--- src/hw/debug_pkg.sv ---
package debug_pkg;

    ////////////////////////////////////////////////////////////////////////////
    // Widths and serial timing
    ////////////////////////////////////////////////////////////////////////////

    localparam int WORD_WIDTH     = 32;
    localparam int BYTE_WIDTH     = 8;
    localparam int BYTES_PER_WORD = 4;

    // Clocks per serial bit
    localparam int BIT_CLOCKS     = 16;

    // Words per dump section, after the PC
    localparam int DUMP_REGS      = 32;
    localparam int DUMP_MEMS      = 32;

    ////////////////////////////////////////////////////////////////////////////
    // Controller states and command bytes
    ////////////////////////////////////////////////////////////////////////////

    typedef enum logic [2:0] {
        LOAD,
        MODE,
        STEP_WAIT,
        DUMP,
        RUN,
        FINAL_DUMP
    } debug_state_t;

    typedef enum logic [7:0] {
        CMD_RUN   = 8'h00,
        CMD_STEP  = 8'hAA,
        CMD_DEBUG = 8'hFF
    } debug_cmd_t;

endpackage
--- src/hw/debug_unit.sv ---
module debug_unit import debug_pkg::*; (
    input  logic                  i_clock,
    input  logic                  i_reset,
    input  logic                  i_rx,
    input  logic                  i_finish,
    input  logic [WORD_WIDTH-1:0] i_pc,
    input  logic [WORD_WIDTH-1:0] i_reg,
    input  logic [WORD_WIDTH-1:0] i_mem,
    output logic                  o_tx,
    output logic [WORD_WIDTH-1:0] o_instruction,
    output logic [WORD_WIDTH-1:0] o_address,
    output logic                  o_loading,
    output logic                  o_start,
    output logic                  o_step,
    output logic                  o_run,
    output logic                  o_reg_send,
    output logic                  o_mem_send
);

    logic [BYTE_WIDTH-1:0] rx_byte;
    logic                  rx_valid;
    logic                  load_active;
    logic                  load_end;
    logic                  dump_go;
    logic                  dump_done;
    logic                  tx_start;
    logic [BYTE_WIDTH-1:0] tx_byte;
    logic                  tx_busy;

    ////////////////////////////////////////////////////////////////////////////
    // Serial link
    ////////////////////////////////////////////////////////////////////////////

    uart_rx u_uart_rx (
        .i_clock (i_clock),
        .i_reset (i_reset),
        .i_rx    (i_rx),
        .o_byte  (rx_byte),
        .o_valid (rx_valid)
    );

    uart_tx u_uart_tx (
        .i_clock (i_clock),
        .i_reset (i_reset),
        .i_start (tx_start),
        .i_byte  (tx_byte),
        .o_tx    (o_tx),
        .o_busy  (tx_busy)
    );

    ////////////////////////////////////////////////////////////////////////////
    // Loader, dump and control
    ////////////////////////////////////////////////////////////////////////////

    program_loader u_program_loader (
        .i_clock       (i_clock),
        .i_reset       (i_reset),
        .i_active      (load_active),
        .i_byte        (rx_byte),
        .i_valid       (rx_valid),
        .o_loading     (o_loading),
        .o_instruction (o_instruction),
        .o_address     (o_address),
        .o_end         (load_end)
    );

    dump_serializer u_dump_serializer (
        .i_clock    (i_clock),
        .i_reset    (i_reset),
        .i_go       (dump_go),
        .i_pc       (i_pc),
        .i_reg      (i_reg),
        .i_mem      (i_mem),
        .i_tx_busy  (tx_busy),
        .o_tx_start (tx_start),
        .o_tx_byte  (tx_byte),
        .o_reg_send (o_reg_send),
        .o_mem_send (o_mem_send),
        .o_done     (dump_done)
    );

    debug_control u_debug_control (
        .i_clock       (i_clock),
        .i_reset       (i_reset),
        .i_byte        (rx_byte),
        .i_valid       (rx_valid),
        .i_load_end    (load_end),
        .i_dump_done   (dump_done),
        .i_finish      (i_finish),
        .o_load_active (load_active),
        .o_start       (o_start),
        .o_step        (o_step),
        .o_run         (o_run),
        .o_dump_go     (dump_go)
    );

endmodule

--- src/hw/debug_control.sv ---
module debug_control import debug_pkg::*; (
    input  logic                  i_clock,
    input  logic                  i_reset,
    input  logic [BYTE_WIDTH-1:0] i_byte,
    input  logic                  i_valid,
    input  logic                  i_load_end,
    input  logic                  i_dump_done,
    input  logic                  i_finish,
    output logic                  o_load_active,
    output logic                  o_start,
    output logic                  o_step,
    output logic                  o_run,
    output logic                  o_dump_go
);

    debug_state_t state;

    assign o_load_active = (state == LOAD);
    assign o_start       = (state == STEP_WAIT) || (state == DUMP) || (state == RUN);
    assign o_run         = (state == RUN);

    always_ff @(posedge i_clock) begin
        if (i_reset) begin
            state     <= LOAD;
            o_step    <= 1'b0;
            o_dump_go <= 1'b0;
        end else begin
            o_step    <= 1'b0;
            o_dump_go <= 1'b0;
            case (state)
                LOAD: begin
                    if (i_load_end) begin
                        state <= MODE;
                    end
                end
                MODE: begin
                    // Other mode values are dropped
                    if (i_valid && i_byte == CMD_DEBUG) begin
                        state <= STEP_WAIT;
                    end else if (i_valid && i_byte == CMD_RUN) begin
                        state <= RUN;
                    end
                end
                STEP_WAIT: begin
                    if (i_finish) begin
                        state     <= FINAL_DUMP;
                        o_dump_go <= 1'b1;
                    end else if (i_valid && i_byte == CMD_STEP) begin
                        state     <= DUMP;
                        o_step    <= 1'b1;
                        o_dump_go <= 1'b1;
                    end
                end
                DUMP: begin
                    if (i_dump_done) begin
                        state <= STEP_WAIT;
                    end
                end
                RUN: begin
                    if (i_finish) begin
                        state     <= FINAL_DUMP;
                        o_dump_go <= 1'b1;
                    end
                end
                FINAL_DUMP: begin
                    if (i_dump_done) begin
                        state <= LOAD;
                    end
                end
                default: begin
                    state <= LOAD;
                end
            endcase
        end
    end

endmodule

--- src/hw/dump_serializer.sv ---
module dump_serializer import debug_pkg::*; (
    input  logic                  i_clock,
    input  logic                  i_reset,
    input  logic                  i_go,
    input  logic [WORD_WIDTH-1:0] i_pc,
    input  logic [WORD_WIDTH-1:0] i_reg,
    input  logic [WORD_WIDTH-1:0] i_mem,
    input  logic                  i_tx_busy,
    output logic                  o_tx_start,
    output logic [BYTE_WIDTH-1:0] o_tx_byte,
    output logic                  o_reg_send,
    output logic                  o_mem_send,
    output logic                  o_done
);

    logic                                     active;
    // 0 is the PC, 1 the registers, 2 the memory
    logic [1:0]                               section;
    logic [$clog2(DUMP_REGS + DUMP_MEMS)-1:0] word_count;
    logic [1:0]                               byte_count;
    logic [WORD_WIDTH-1:0]                    shift;
    logic [WORD_WIDTH-1:0]                    word_in;
    logic                                     last_word;
    logic                                     send_now;

    // Start pulse is still visible to the transmitter before busy rises
    assign send_now = active && !i_tx_busy && !o_tx_start;

    always_comb begin
        case (section)
            2'd0: begin
                word_in   = i_pc;
                last_word = 1'b1;
            end
            2'd1: begin
                word_in   = i_reg;
                last_word = (word_count == DUMP_REGS - 1);
            end
            default: begin
                word_in   = i_mem;
                last_word = (word_count == DUMP_MEMS - 1);
            end
        endcase
    end

    ////////////////////////////////////////////////////////////////////////////
    // Byte path
    ////////////////////////////////////////////////////////////////////////////

    // Whole word is captured with its first byte
    always_ff @(posedge i_clock) begin
        if (send_now) begin
            if (byte_count == 2'd0) begin
                o_tx_byte <= word_in[BYTE_WIDTH-1:0];
                shift     <= word_in >> BYTE_WIDTH;
            end else begin
                o_tx_byte <= shift[BYTE_WIDTH-1:0];
                shift     <= shift >> BYTE_WIDTH;
            end
        end
    end

    ////////////////////////////////////////////////////////////////////////////
    // Sequencing
    ////////////////////////////////////////////////////////////////////////////

    always_ff @(posedge i_clock) begin
        if (i_reset) begin
            active     <= 1'b0;
            section    <= '0;
            word_count <= '0;
            byte_count <= '0;
            o_tx_start <= 1'b0;
            o_reg_send <= 1'b0;
            o_mem_send <= 1'b0;
            o_done     <= 1'b0;
        end else begin
            o_tx_start <= 1'b0;
            o_reg_send <= 1'b0;
            o_mem_send <= 1'b0;
            o_done     <= 1'b0;
            if (i_go) begin
                active     <= 1'b1;
                section    <= '0;
                word_count <= '0;
                byte_count <= '0;
            end else if (send_now) begin
                o_tx_start <= 1'b1;
                byte_count <= byte_count + 1'b1;
                if (byte_count == BYTES_PER_WORD - 1) begin
                    // Processor moves to the next index on these
                    o_reg_send <= (section == 2'd1);
                    o_mem_send <= (section == 2'd2);
                    if (last_word) begin
                        word_count <= '0;
                        section    <= section + 1'b1;
                        if (section == 2'd2) begin
                            active <= 1'b0;
                            o_done <= 1'b1;
                        end
                    end else begin
                        word_count <= word_count + 1'b1;
                    end
                end
            end
        end
    end

endmodule

--- src/hw/program_loader.sv ---
module program_loader import debug_pkg::*; (
    input  logic                  i_clock,
    input  logic                  i_reset,
    input  logic                  i_active,
    input  logic [BYTE_WIDTH-1:0] i_byte,
    input  logic                  i_valid,
    output logic                  o_loading,
    output logic [WORD_WIDTH-1:0] o_instruction,
    output logic [WORD_WIDTH-1:0] o_address,
    output logic                  o_end
);

    logic [1:0]            byte_count;
    logic [WORD_WIDTH-1:0] word;
    logic [WORD_WIDTH-1:0] next_word;
    logic [WORD_WIDTH-1:0] address;

    // New byte enters at the top, so the first one ends up in bits 7:0
    assign next_word = {i_byte, word[WORD_WIDTH-1:BYTE_WIDTH]};

    assign o_instruction = o_loading ? word : '0;
    assign o_address     = o_loading ? address : '0;

    always_ff @(posedge i_clock) begin
        if (i_active && i_valid) begin
            word <= next_word;
        end
    end

    always_ff @(posedge i_clock) begin
        if (i_reset) begin
            byte_count <= '0;
            address    <= '0;
            o_loading  <= 1'b0;
            o_end      <= 1'b0;
        end else begin
            o_loading <= 1'b0;
            o_end     <= 1'b0;
            if (o_loading) begin
                address <= address + 1'b1;
            end
            if (!i_active) begin
                byte_count <= '0;
            end else if (i_valid) begin
                byte_count <= byte_count + 1'b1;
                if (byte_count == BYTES_PER_WORD - 1) begin
                    // Zero word terminates the program
                    if (next_word == '0) begin
                        o_end      <= 1'b1;
                        address    <= '0;
                        byte_count <= '0;
                    end else begin
                        o_loading <= 1'b1;
                    end
                end
            end
        end
    end

endmodule

--- src/hw/uart_tx.sv ---
module uart_tx import debug_pkg::*; (
    input  logic                  i_clock,
    input  logic                  i_reset,
    input  logic                  i_start,
    input  logic [BYTE_WIDTH-1:0] i_byte,
    output logic                  o_tx,
    output logic                  o_busy
);

    logic [BYTE_WIDTH+1:0]         frame;
    logic [$clog2(BIT_CLOCKS)-1:0] clk_count;
    logic [3:0]                    bit_count;

    // Bit 0 of the frame is always on the line
    assign o_tx = frame[0];

    always_ff @(posedge i_clock) begin
        if (i_reset) begin
            frame     <= '1;
            o_busy    <= 1'b0;
            clk_count <= '0;
            bit_count <= '0;
        end else if (!o_busy) begin
            clk_count <= '0;
            bit_count <= '0;
            if (i_start) begin
                // Stop, data, start
                frame  <= {1'b1, i_byte, 1'b0};
                o_busy <= 1'b1;
            end
        end else if (clk_count == BIT_CLOCKS - 1) begin
            clk_count <= '0;
            frame     <= {1'b1, frame[BYTE_WIDTH+1:1]};
            if (bit_count == BYTE_WIDTH + 1) begin
                o_busy <= 1'b0;
            end else begin
                bit_count <= bit_count + 1'b1;
            end
        end else begin
            clk_count <= clk_count + 1'b1;
        end
    end

endmodule

--- src/hw/uart_rx.sv ---
module uart_rx import debug_pkg::*; (
    input  logic                  i_clock,
    input  logic                  i_reset,
    input  logic                  i_rx,
    output logic [BYTE_WIDTH-1:0] o_byte,
    output logic                  o_valid
);

    logic [1:0]                    rx_sync;
    logic                          rx_line;
    logic                          busy;
    logic [$clog2(BIT_CLOCKS)-1:0] clk_count;
    logic [3:0]                    bit_index;
    logic [BYTE_WIDTH-1:0]         shift;
    logic                          sample;

    assign rx_line = rx_sync[1];
    assign o_byte  = shift;
    assign sample  = busy && (bit_index != 4'd0) && (clk_count == BIT_CLOCKS - 1);

    // Line idles high
    always_ff @(posedge i_clock) begin
        if (i_reset) begin
            rx_sync <= 2'b11;
        end else begin
            rx_sync <= {rx_sync[0], i_rx};
        end
    end

    // Bit index 0 is the start bit, BYTE_WIDTH + 1 the stop bit
    always_ff @(posedge i_clock) begin
        if (i_reset) begin
            busy      <= 1'b0;
            clk_count <= '0;
            bit_index <= '0;
            o_valid   <= 1'b0;
        end else begin
            o_valid <= 1'b0;
            if (!busy) begin
                clk_count <= '0;
                bit_index <= '0;
                if (!rx_line) begin
                    busy <= 1'b1;
                end
            end else if (bit_index == 4'd0) begin
                if (clk_count == BIT_CLOCKS / 2 - 1) begin
                    clk_count <= '0;
                    bit_index <= 4'd1;
                    // Line back high, only a glitch
                    if (rx_line) begin
                        busy <= 1'b0;
                    end
                end else begin
                    clk_count <= clk_count + 1'b1;
                end
            end else if (sample) begin
                clk_count <= '0;
                bit_index <= bit_index + 1'b1;
                if (bit_index == BYTE_WIDTH + 1) begin
                    busy    <= 1'b0;
                    o_valid <= rx_line;
                end
            end else begin
                clk_count <= clk_count + 1'b1;
            end
        end
    end

    // LSB arrives first
    always_ff @(posedge i_clock) begin
        if (sample && bit_index <= BYTE_WIDTH) begin
            shift <= {rx_line, shift[BYTE_WIDTH-1:1]};
        end
    end

endmodule

--- config.mk ---
export PLATFORM = sky130hd
export DESIGN_NAME = debug_unit
export DESIGN_NICKNAME = d
export VERILOG_FILES = /design/src/hw/debug_pkg.sv /design/src/hw/debug_unit.sv /design/src/hw/debug_control.sv /design/src/hw/dump_serializer.sv /design/src/hw/program_loader.sv /design/src/hw/uart_tx.sv /design/src/hw/uart_rx.sv
export SDC_FILE = /design/constraint.sdc
export NUM_CORES = 1
export LEC_CHECK = 0
export ABC_AREA = 1
export BUFFER_PORTS_ARGS = -buffer_cell sky130_fd_sc_hd__buf_2
export CORE_MARGIN = 2
export CORE_UTILIZATION = 25
export CTS_CLUSTER_SIZE = 30
export DETAILED_ROUTE_END_ITERATION = 8
export GPL_TIMING_DRIVEN = 0
export PLACE_DENSITY = 0.46
export SYNTH_ARGS = -nofsm -noshare
export SYNTH_HDL_FRONTEND = slang
export SYNTH_SLANG_ARGS = --single-unit
--- constraint.sdc ---
create_clock -name i_clock -period 6.2 [get_ports i_clock]
set_input_delay 0.62 -clock i_clock [delete_from_list [all_inputs] [get_ports i_clock]]
set_output_delay 0.62 -clock i_clock [all_outputs]
set_load 0.05 [all_outputs]
== Word level (Yosys, flattened, before mapping) ==
Index checks and enable logic that the tools add are counted.

* Word-level logic and storage cells: 173
* Bits in registers: 167
* Output and inout port bits: 71
* Input bits: 100

* Reductions and logical operators: 43
* Bitwise operators: 12
* Add/subtract/negate cells: 9
* Magnitude comparators: 1
* Multiplexer cells: 55
* Equality and inequality tests: 25

{| class="wikitable"
|+ Operator list
! operator !! count
|-
| $mux W32 || 7
|-
| $pmux W32 S2 || 1
|-
| $add A32 B1 Y32 const B || 1
|-
| $logic_not A32 Y1 || 1
|-
| $mux W10 || 3
|-
| $mux W24 || 1
|-
| $mux W3 || 8
|-
| $mux W4 || 6
|-
| $mux W1 || 23
|-
| $pmux W3 S6 || 1
|-
| $add A4 B1 Y4 const B || 4
|-
| $eq A4 B4 Y1 const B || 4
|-
| $eq A8 B8 Y1 const B || 2
|-
| $ne A2 B2 Y1 const B || 6
|-
| $not A1 Y1 || 12
|-
| $reduce_bool A2 Y1 || 6
|-
| $reduce_or A5 Y1 || 2
|-
| $logic_and A1 B1 Y1 || 9
|-
| $logic_not A8 Y1 || 1
|-
| $mux W8 || 1
|-
| $reduce_and A2 Y1 || 4
|-
| $reduce_or A2 Y1 || 4
|-
| $reduce_or A4 Y1 || 2
|-
| $add A2 B1 Y2 const B || 3
|-
| 24 further kinds || 33
|}

== Logic depth before layout (Yosys ltp) ==
* Word-level depth: 6
* Depth in mapped cells: 11
* Depth with buffers taken out: 11

== Hierarchy ==
A second synthesis with hierarchy kept.

* Cell total of the unflattened synthesis: 1,038
* Area total of the unflattened synthesis: 8,023.9 µm²

{| class="wikitable"
|+ By module, submodules not included
! module !! cells each !! area each (µm²) !! times used !! seq. area each (µm²)
|-
| program_loader || 463 || 3,443.3 || 1 || 1,681.6
|-
| dump_serializer || 297 || 2,471.1 || 1 || 1,261.2
|-
| uart_tx || 121 || 883.3 || 1 || 360.3
|-
| uart_rx || 82 || 827.0 || 1 || 480.5
|-
| debug_control || 75 || 399.1 || 1 || 100.1
|}

== Worst setup path after synthesis ==
Ideal clock, no wire load.

* Path kind: reg-to-output
* Start point: register u_program_loader.o_loading
* End point: output o_address[11]
* Cell stages (with the launch flop): 6
* Buffers on the path: 3
* Required time: 5,580 ps
* Data arrival time: 1,738 ps
* Slack: 3,842 ps
* Cells stage by stage: dfxtp_1 buf_2 buf_2 buf_1 nand2_1 inv_1

* Longest elaborated chain between the ends: 1

{| class="wikitable"
|+ Ends and longest elaborated chain
! what !! line !! source
|-
| from (decl) || program_loader.sv:7 || <nowiki>output logic o_loading,</nowiki>
|-
| from (signal assigned) || program_loader.sv:34 || <nowiki>o_loading <= 1'b0;</nowiki>
|-
| from (signal assigned) || program_loader.sv:37 || <nowiki>o_loading <= 1'b0;</nowiki>
|-
| from (signal assigned) || program_loader.sv:53 || <nowiki>o_loading <= 1'b1;</nowiki>
|-
| $mux W32 || program_loader.sv:22 || <nowiki>assign o_address = o_loading ? address : '0;</nowiki>
|-
| to (decl) || debug_unit.sv:11 || <nowiki>output logic [WORD_WIDTH-1:0] o_address,</nowiki>
|}

Every way passes these cells.

== Worst setup path after layout ==
* Start point: register u_program_loader.o_loading
* End point: output o_address[1]

The elaborated chain is that of the path after synthesis.

==> flow_summary_export.csv <==
group,metric,value,unit
synthesis,post_synth_most_frequent_cells,"nand2_1 (244), nor2_1 (149), inv_1 (128)",
global_routing,grt_pass1_vias,6567,
global_routing,groute.usage.overall,0.123,
synthesis,post_synth_xor_area_fraction,0.0261,
route,detailedRoute.firstPassIterationCount,5,
synthesis,yosysTopAreaCellShare,0.280,
global_routing,number_of_antenna_violations_at_the_first_check_in_global_routing,0,
route,drt_wl_total,19800,um
synthesis,synth_edf_count,72,
timing,slew-limit-headroom,0.449,
timing,rsz_0062_raised_after_global_routing,"no",
cells_and_area,fillCellCount,3299,
clock_tree,cts_post_setup_buffers_inserted,0,
synthesis,synthesis.yosys.warnings,0,
clock_tree,cts_htree_levels,4,
hold_path,worstHoldPathType,"primary input to register",
synthesis,post_synth_mux_area_share,0,
floorplan,core,30500,sq um
timing,timing.fmax,0.344,GHz
clock_tree,root_buffer,"clkbuf_16",
global_routing,largest_net_degree_at_the_start_of_global_routing,33,
power_and_ir_drop,power.leakage,4.31,nW
placed_design,dp.final_hpwl,15300,um
timing,clock_skew,0.0121,ns
clock_tree,cts_repair_resize_count,0,
cells_and_area,areaGrowthSynthToFinish,26.0,%
floorplan,area_enclosed_by_the_die_boundary,32300,sq um
synthesis,synth_compound_area_frac,0.0968,
cells_and_area,drive_gt1_frac,0.210,
clock_tree,cts_buffer_depth,2,
floorplan,initial_core_util,0.253,
route,wl_met3,1510,um
route,initial_drc_count,303,
setup_path,required_time_reported_for_the_critical_path_endpoint,5.58,ns
clock_tree,numCtsBuffers,17,
route,drt_drc_violations_left,0,
clock_tree,cts.sink_count,158,
placed_design,total_placed_instance_area,9100,sq um
timing,max_slew.worst_pin.slew,0.827,ns
cells_and_area,final_net_count,1278,
power_and_ir_drop,worst_ir_drop_vdd,0.000168,V
synthesis,combinational_family_with_the_most_area_after_synthesis,"simple AND/OR/NAND/NOR gates",
cells_and_area,design_area,9740,sq um
route,maxUsedRoutingLayer,"met4",
timing,period_utilization_post_route,0.469,
placed_design,gp_congestion,0.827,
setup_path,setup.worst_path.start_class,"register",
synthesis,syn_inst,970,
synthesis,synth.avg_cell_area,7.97,sq um
setup_path,worst-setup-path-type,"register to output pin",
global_routing,grt_pass1_wl,32500,um
global_routing,grt_overflow,0,
timing,final_min_period,2.91,ns
clock_tree,clkLatencyLatePin,0.42,ns
placed_design,place.port_buffers,170,
timing,finalSetupViolCount,0,
setup_path,worst-path-max-fanout,10,
run,drv.max_cap_violation_count,0,
route,drt-met1-wl,8840,um
route,avgRoutedWirePerCell,12.6,um
cells_and_area,insertedDiodeCount,0,
synthesis,synth-simple-area-share,0.265,
synthesis,synth_seq_area_share,0.502,
synthesis,synth_seq_cells,158,
synthesis,async_reset_ff_frac,0,
route,vias,6759,
timing,finalHoldViolations,0,
route,route.met2.wl,9190,um
synthesis,synth.lib_cells_used.distinct,41,
clock_tree,clk_pin_slew_worst_paths,0.07,ns
synthesis,netlist.top_cell.by_area,"edfxtp_1",
setup_path,crit_path_end_kind,"output pin",
synthesis,synth-main-ff-cell,"dfxtp_1",
clock_tree,cts.hold.buffers_added,0,
route,viasPerCell,4.30,
outcome,run_status,"completed",
synthesis,mapped_nets,1086,
floorplan,design.portCount,171,
synthesis,synth_fa_ha_area_frac,0.0259,
timing,final-max-slew-violation-count,0,
synthesis,synth.most_common_cell,"nand2_1",
floorplan,die_x,180,um
synthesis,synthTopCellsByArea,"edfxtp_1 (28%), dfxtp_1 (22%), nand2_1 (12%), nor2_1 (7.2%), inv_1 (6.2%)",
power_and_ir_drop,power-per-cell-area,254,nW/um^2
synthesis,area_of_the_mapped_netlist,7730,sq um
setup_path,worst-endpoint-arrival,2.29,ns
clock_tree,cts_tree,"built",
timing,setup_tns,0,ns
floorplan,die_h,180,um
route,final_antenna_net_count,0,
floorplan,placementRows,64,
[power by group]
| part | internal (W) | leakage, nW | total, W | switching (W) |
|---|---|---|---|---|
| logic | 0.0000928 | 2.67 | 0.000254 | 0.000161 |
| registers | 0.00112 | 1.34 | 0.00114 | 0.0000201 |
| clock network | 0.000552 | 0.298 | 0.00108 | 0.000525 |
| total | 0.00176 | 4.31 | 0.00247 | 0.000706 |
[critical path, stage by stage (launching register included)]
cell	delay, ns
dfxtp_1	0.39
buf_2	0.22
buf_2	0.28
clkbuf_1	0.44
nand2_1	0.18
inv_1	0.10
buf_2	0.26
[logic make-up (layout without fill, tap and decap cells)]
family,after synthesis,count (layout)
DFF,158,158
xor gates and xnor gates,23,23
and+or+nand+nor,485,485
adders and majority gates,16,16
AOI/OAI and AO/OA,122,122
buffers and inverters,166,371
[per-layer routing]
layer	track usage	up-vias
li1	-	3516
met1	0.151	3026
met2	0.207	200
met3	0.0381	17
met4	0.0345	0
met5	0	-
[final cells by class]
| type | count | area, sq um | share of cell area |
|---|---|---|---|
| buffer | 31 | 143 | 0.0146 |
| clock buffer | 17 | 425 | 0.0437 |
| clock inverter | 15 | 184 | 0.0189 |
| inverter | 135 | 507 | 0.0520 |
| multi-input combinational | 646 | 3200 | 0.328 |
| sequential | 158 | 3880 | 0.399 |
| tap | 396 | 495 | 0.0509 |
| timing repair buffer | 173 | 905 | 0.0929 |
[state kept, by name, summed over array words and instances, names as in the netlist, 3 cells and up]
name	cells
u_uart_tx.clk_count	4
u_dump_serializer.o_tx_byte	8
u_uart_rx.o_byte	8
u_program_loader.address	32
u_dump_serializer.word_count	6
u_dump_serializer.shift	24
u_program_loader.word	32
u_debug_control.state	3
u_uart_tx.frame	9
u_uart_rx.bit_index	4
u_uart_tx.bit_count	4
u_uart_rx.clk_count	4
[per-stage QoR]
stage,instances,util,hold WS (ns),worst slack (ns),power (W)
global route,1571,0.319,0.389,3.17,0.00258
finish,1571,0.319,0.396,3.29,0.00247
floorplan,970,-,0.389,3.84,0.00133
global placement,1536,0.297,0.405,3.05,0.00142
detailed placement,1538,0.298,0.408,3.71,0.00142
CTS,1570,0.318,0.388,3.25,0.00250
[worst paths after layout]
path,startpoint,end,slack (ns),cells after the start
setup / recovery,u_program_loader.o_loading,o_address[1],3.29,6
setup reg to reg,u_dump_serializer.byte_count[0],u_dump_serializer.shift[4],4.11,7
hold reg to reg,u_uart_rx.rx_sync[0],u_uart_rx.rx_sync[1],0.41,1
hold / removal,i_rx,u_uart_rx.rx_sync[0],0.40,2
[cells in the final DEF, fill, tap and decap left out, types with 3 or more instances in the layout]
| cell type | instances |
|---|---|
| inv_1 | 128 |
| nand2_1 | 244 |
| edfxtp_1 | 72 |
| clkinv_4 | 3 |
| a221oi_1 | 24 |
| nand4_1 | 9 |
| buf_6 | 4 |
| clkbuf_1 | 21 |
| inv_2 | 7 |
| nor2_2 | 7 |
| buf_2 | 173 |
| or2_2 | 9 |
| o21ai_0 | 22 |
| a21oi_1 | 52 |
| nor2_1 | 149 |
| xnor2_1 | 9 |
| nor3_1 | 14 |
| a31oi_1 | 8 |
| o211ai_1 | 7 |
| xor2_1 | 14 |
| inv_8 | 6 |
| buf_1 | 4 |
| nand2_2 | 3 |
| clkinv_8 | 4 |
| nand3_1 | 35 |
| nor2_4 | 3 |
| ha_1 | 16 |
| clkbuf_16 | 17 |
| dfxtp_1 | 86 |
Note: power is estimated with default switching activity, not from simulation.
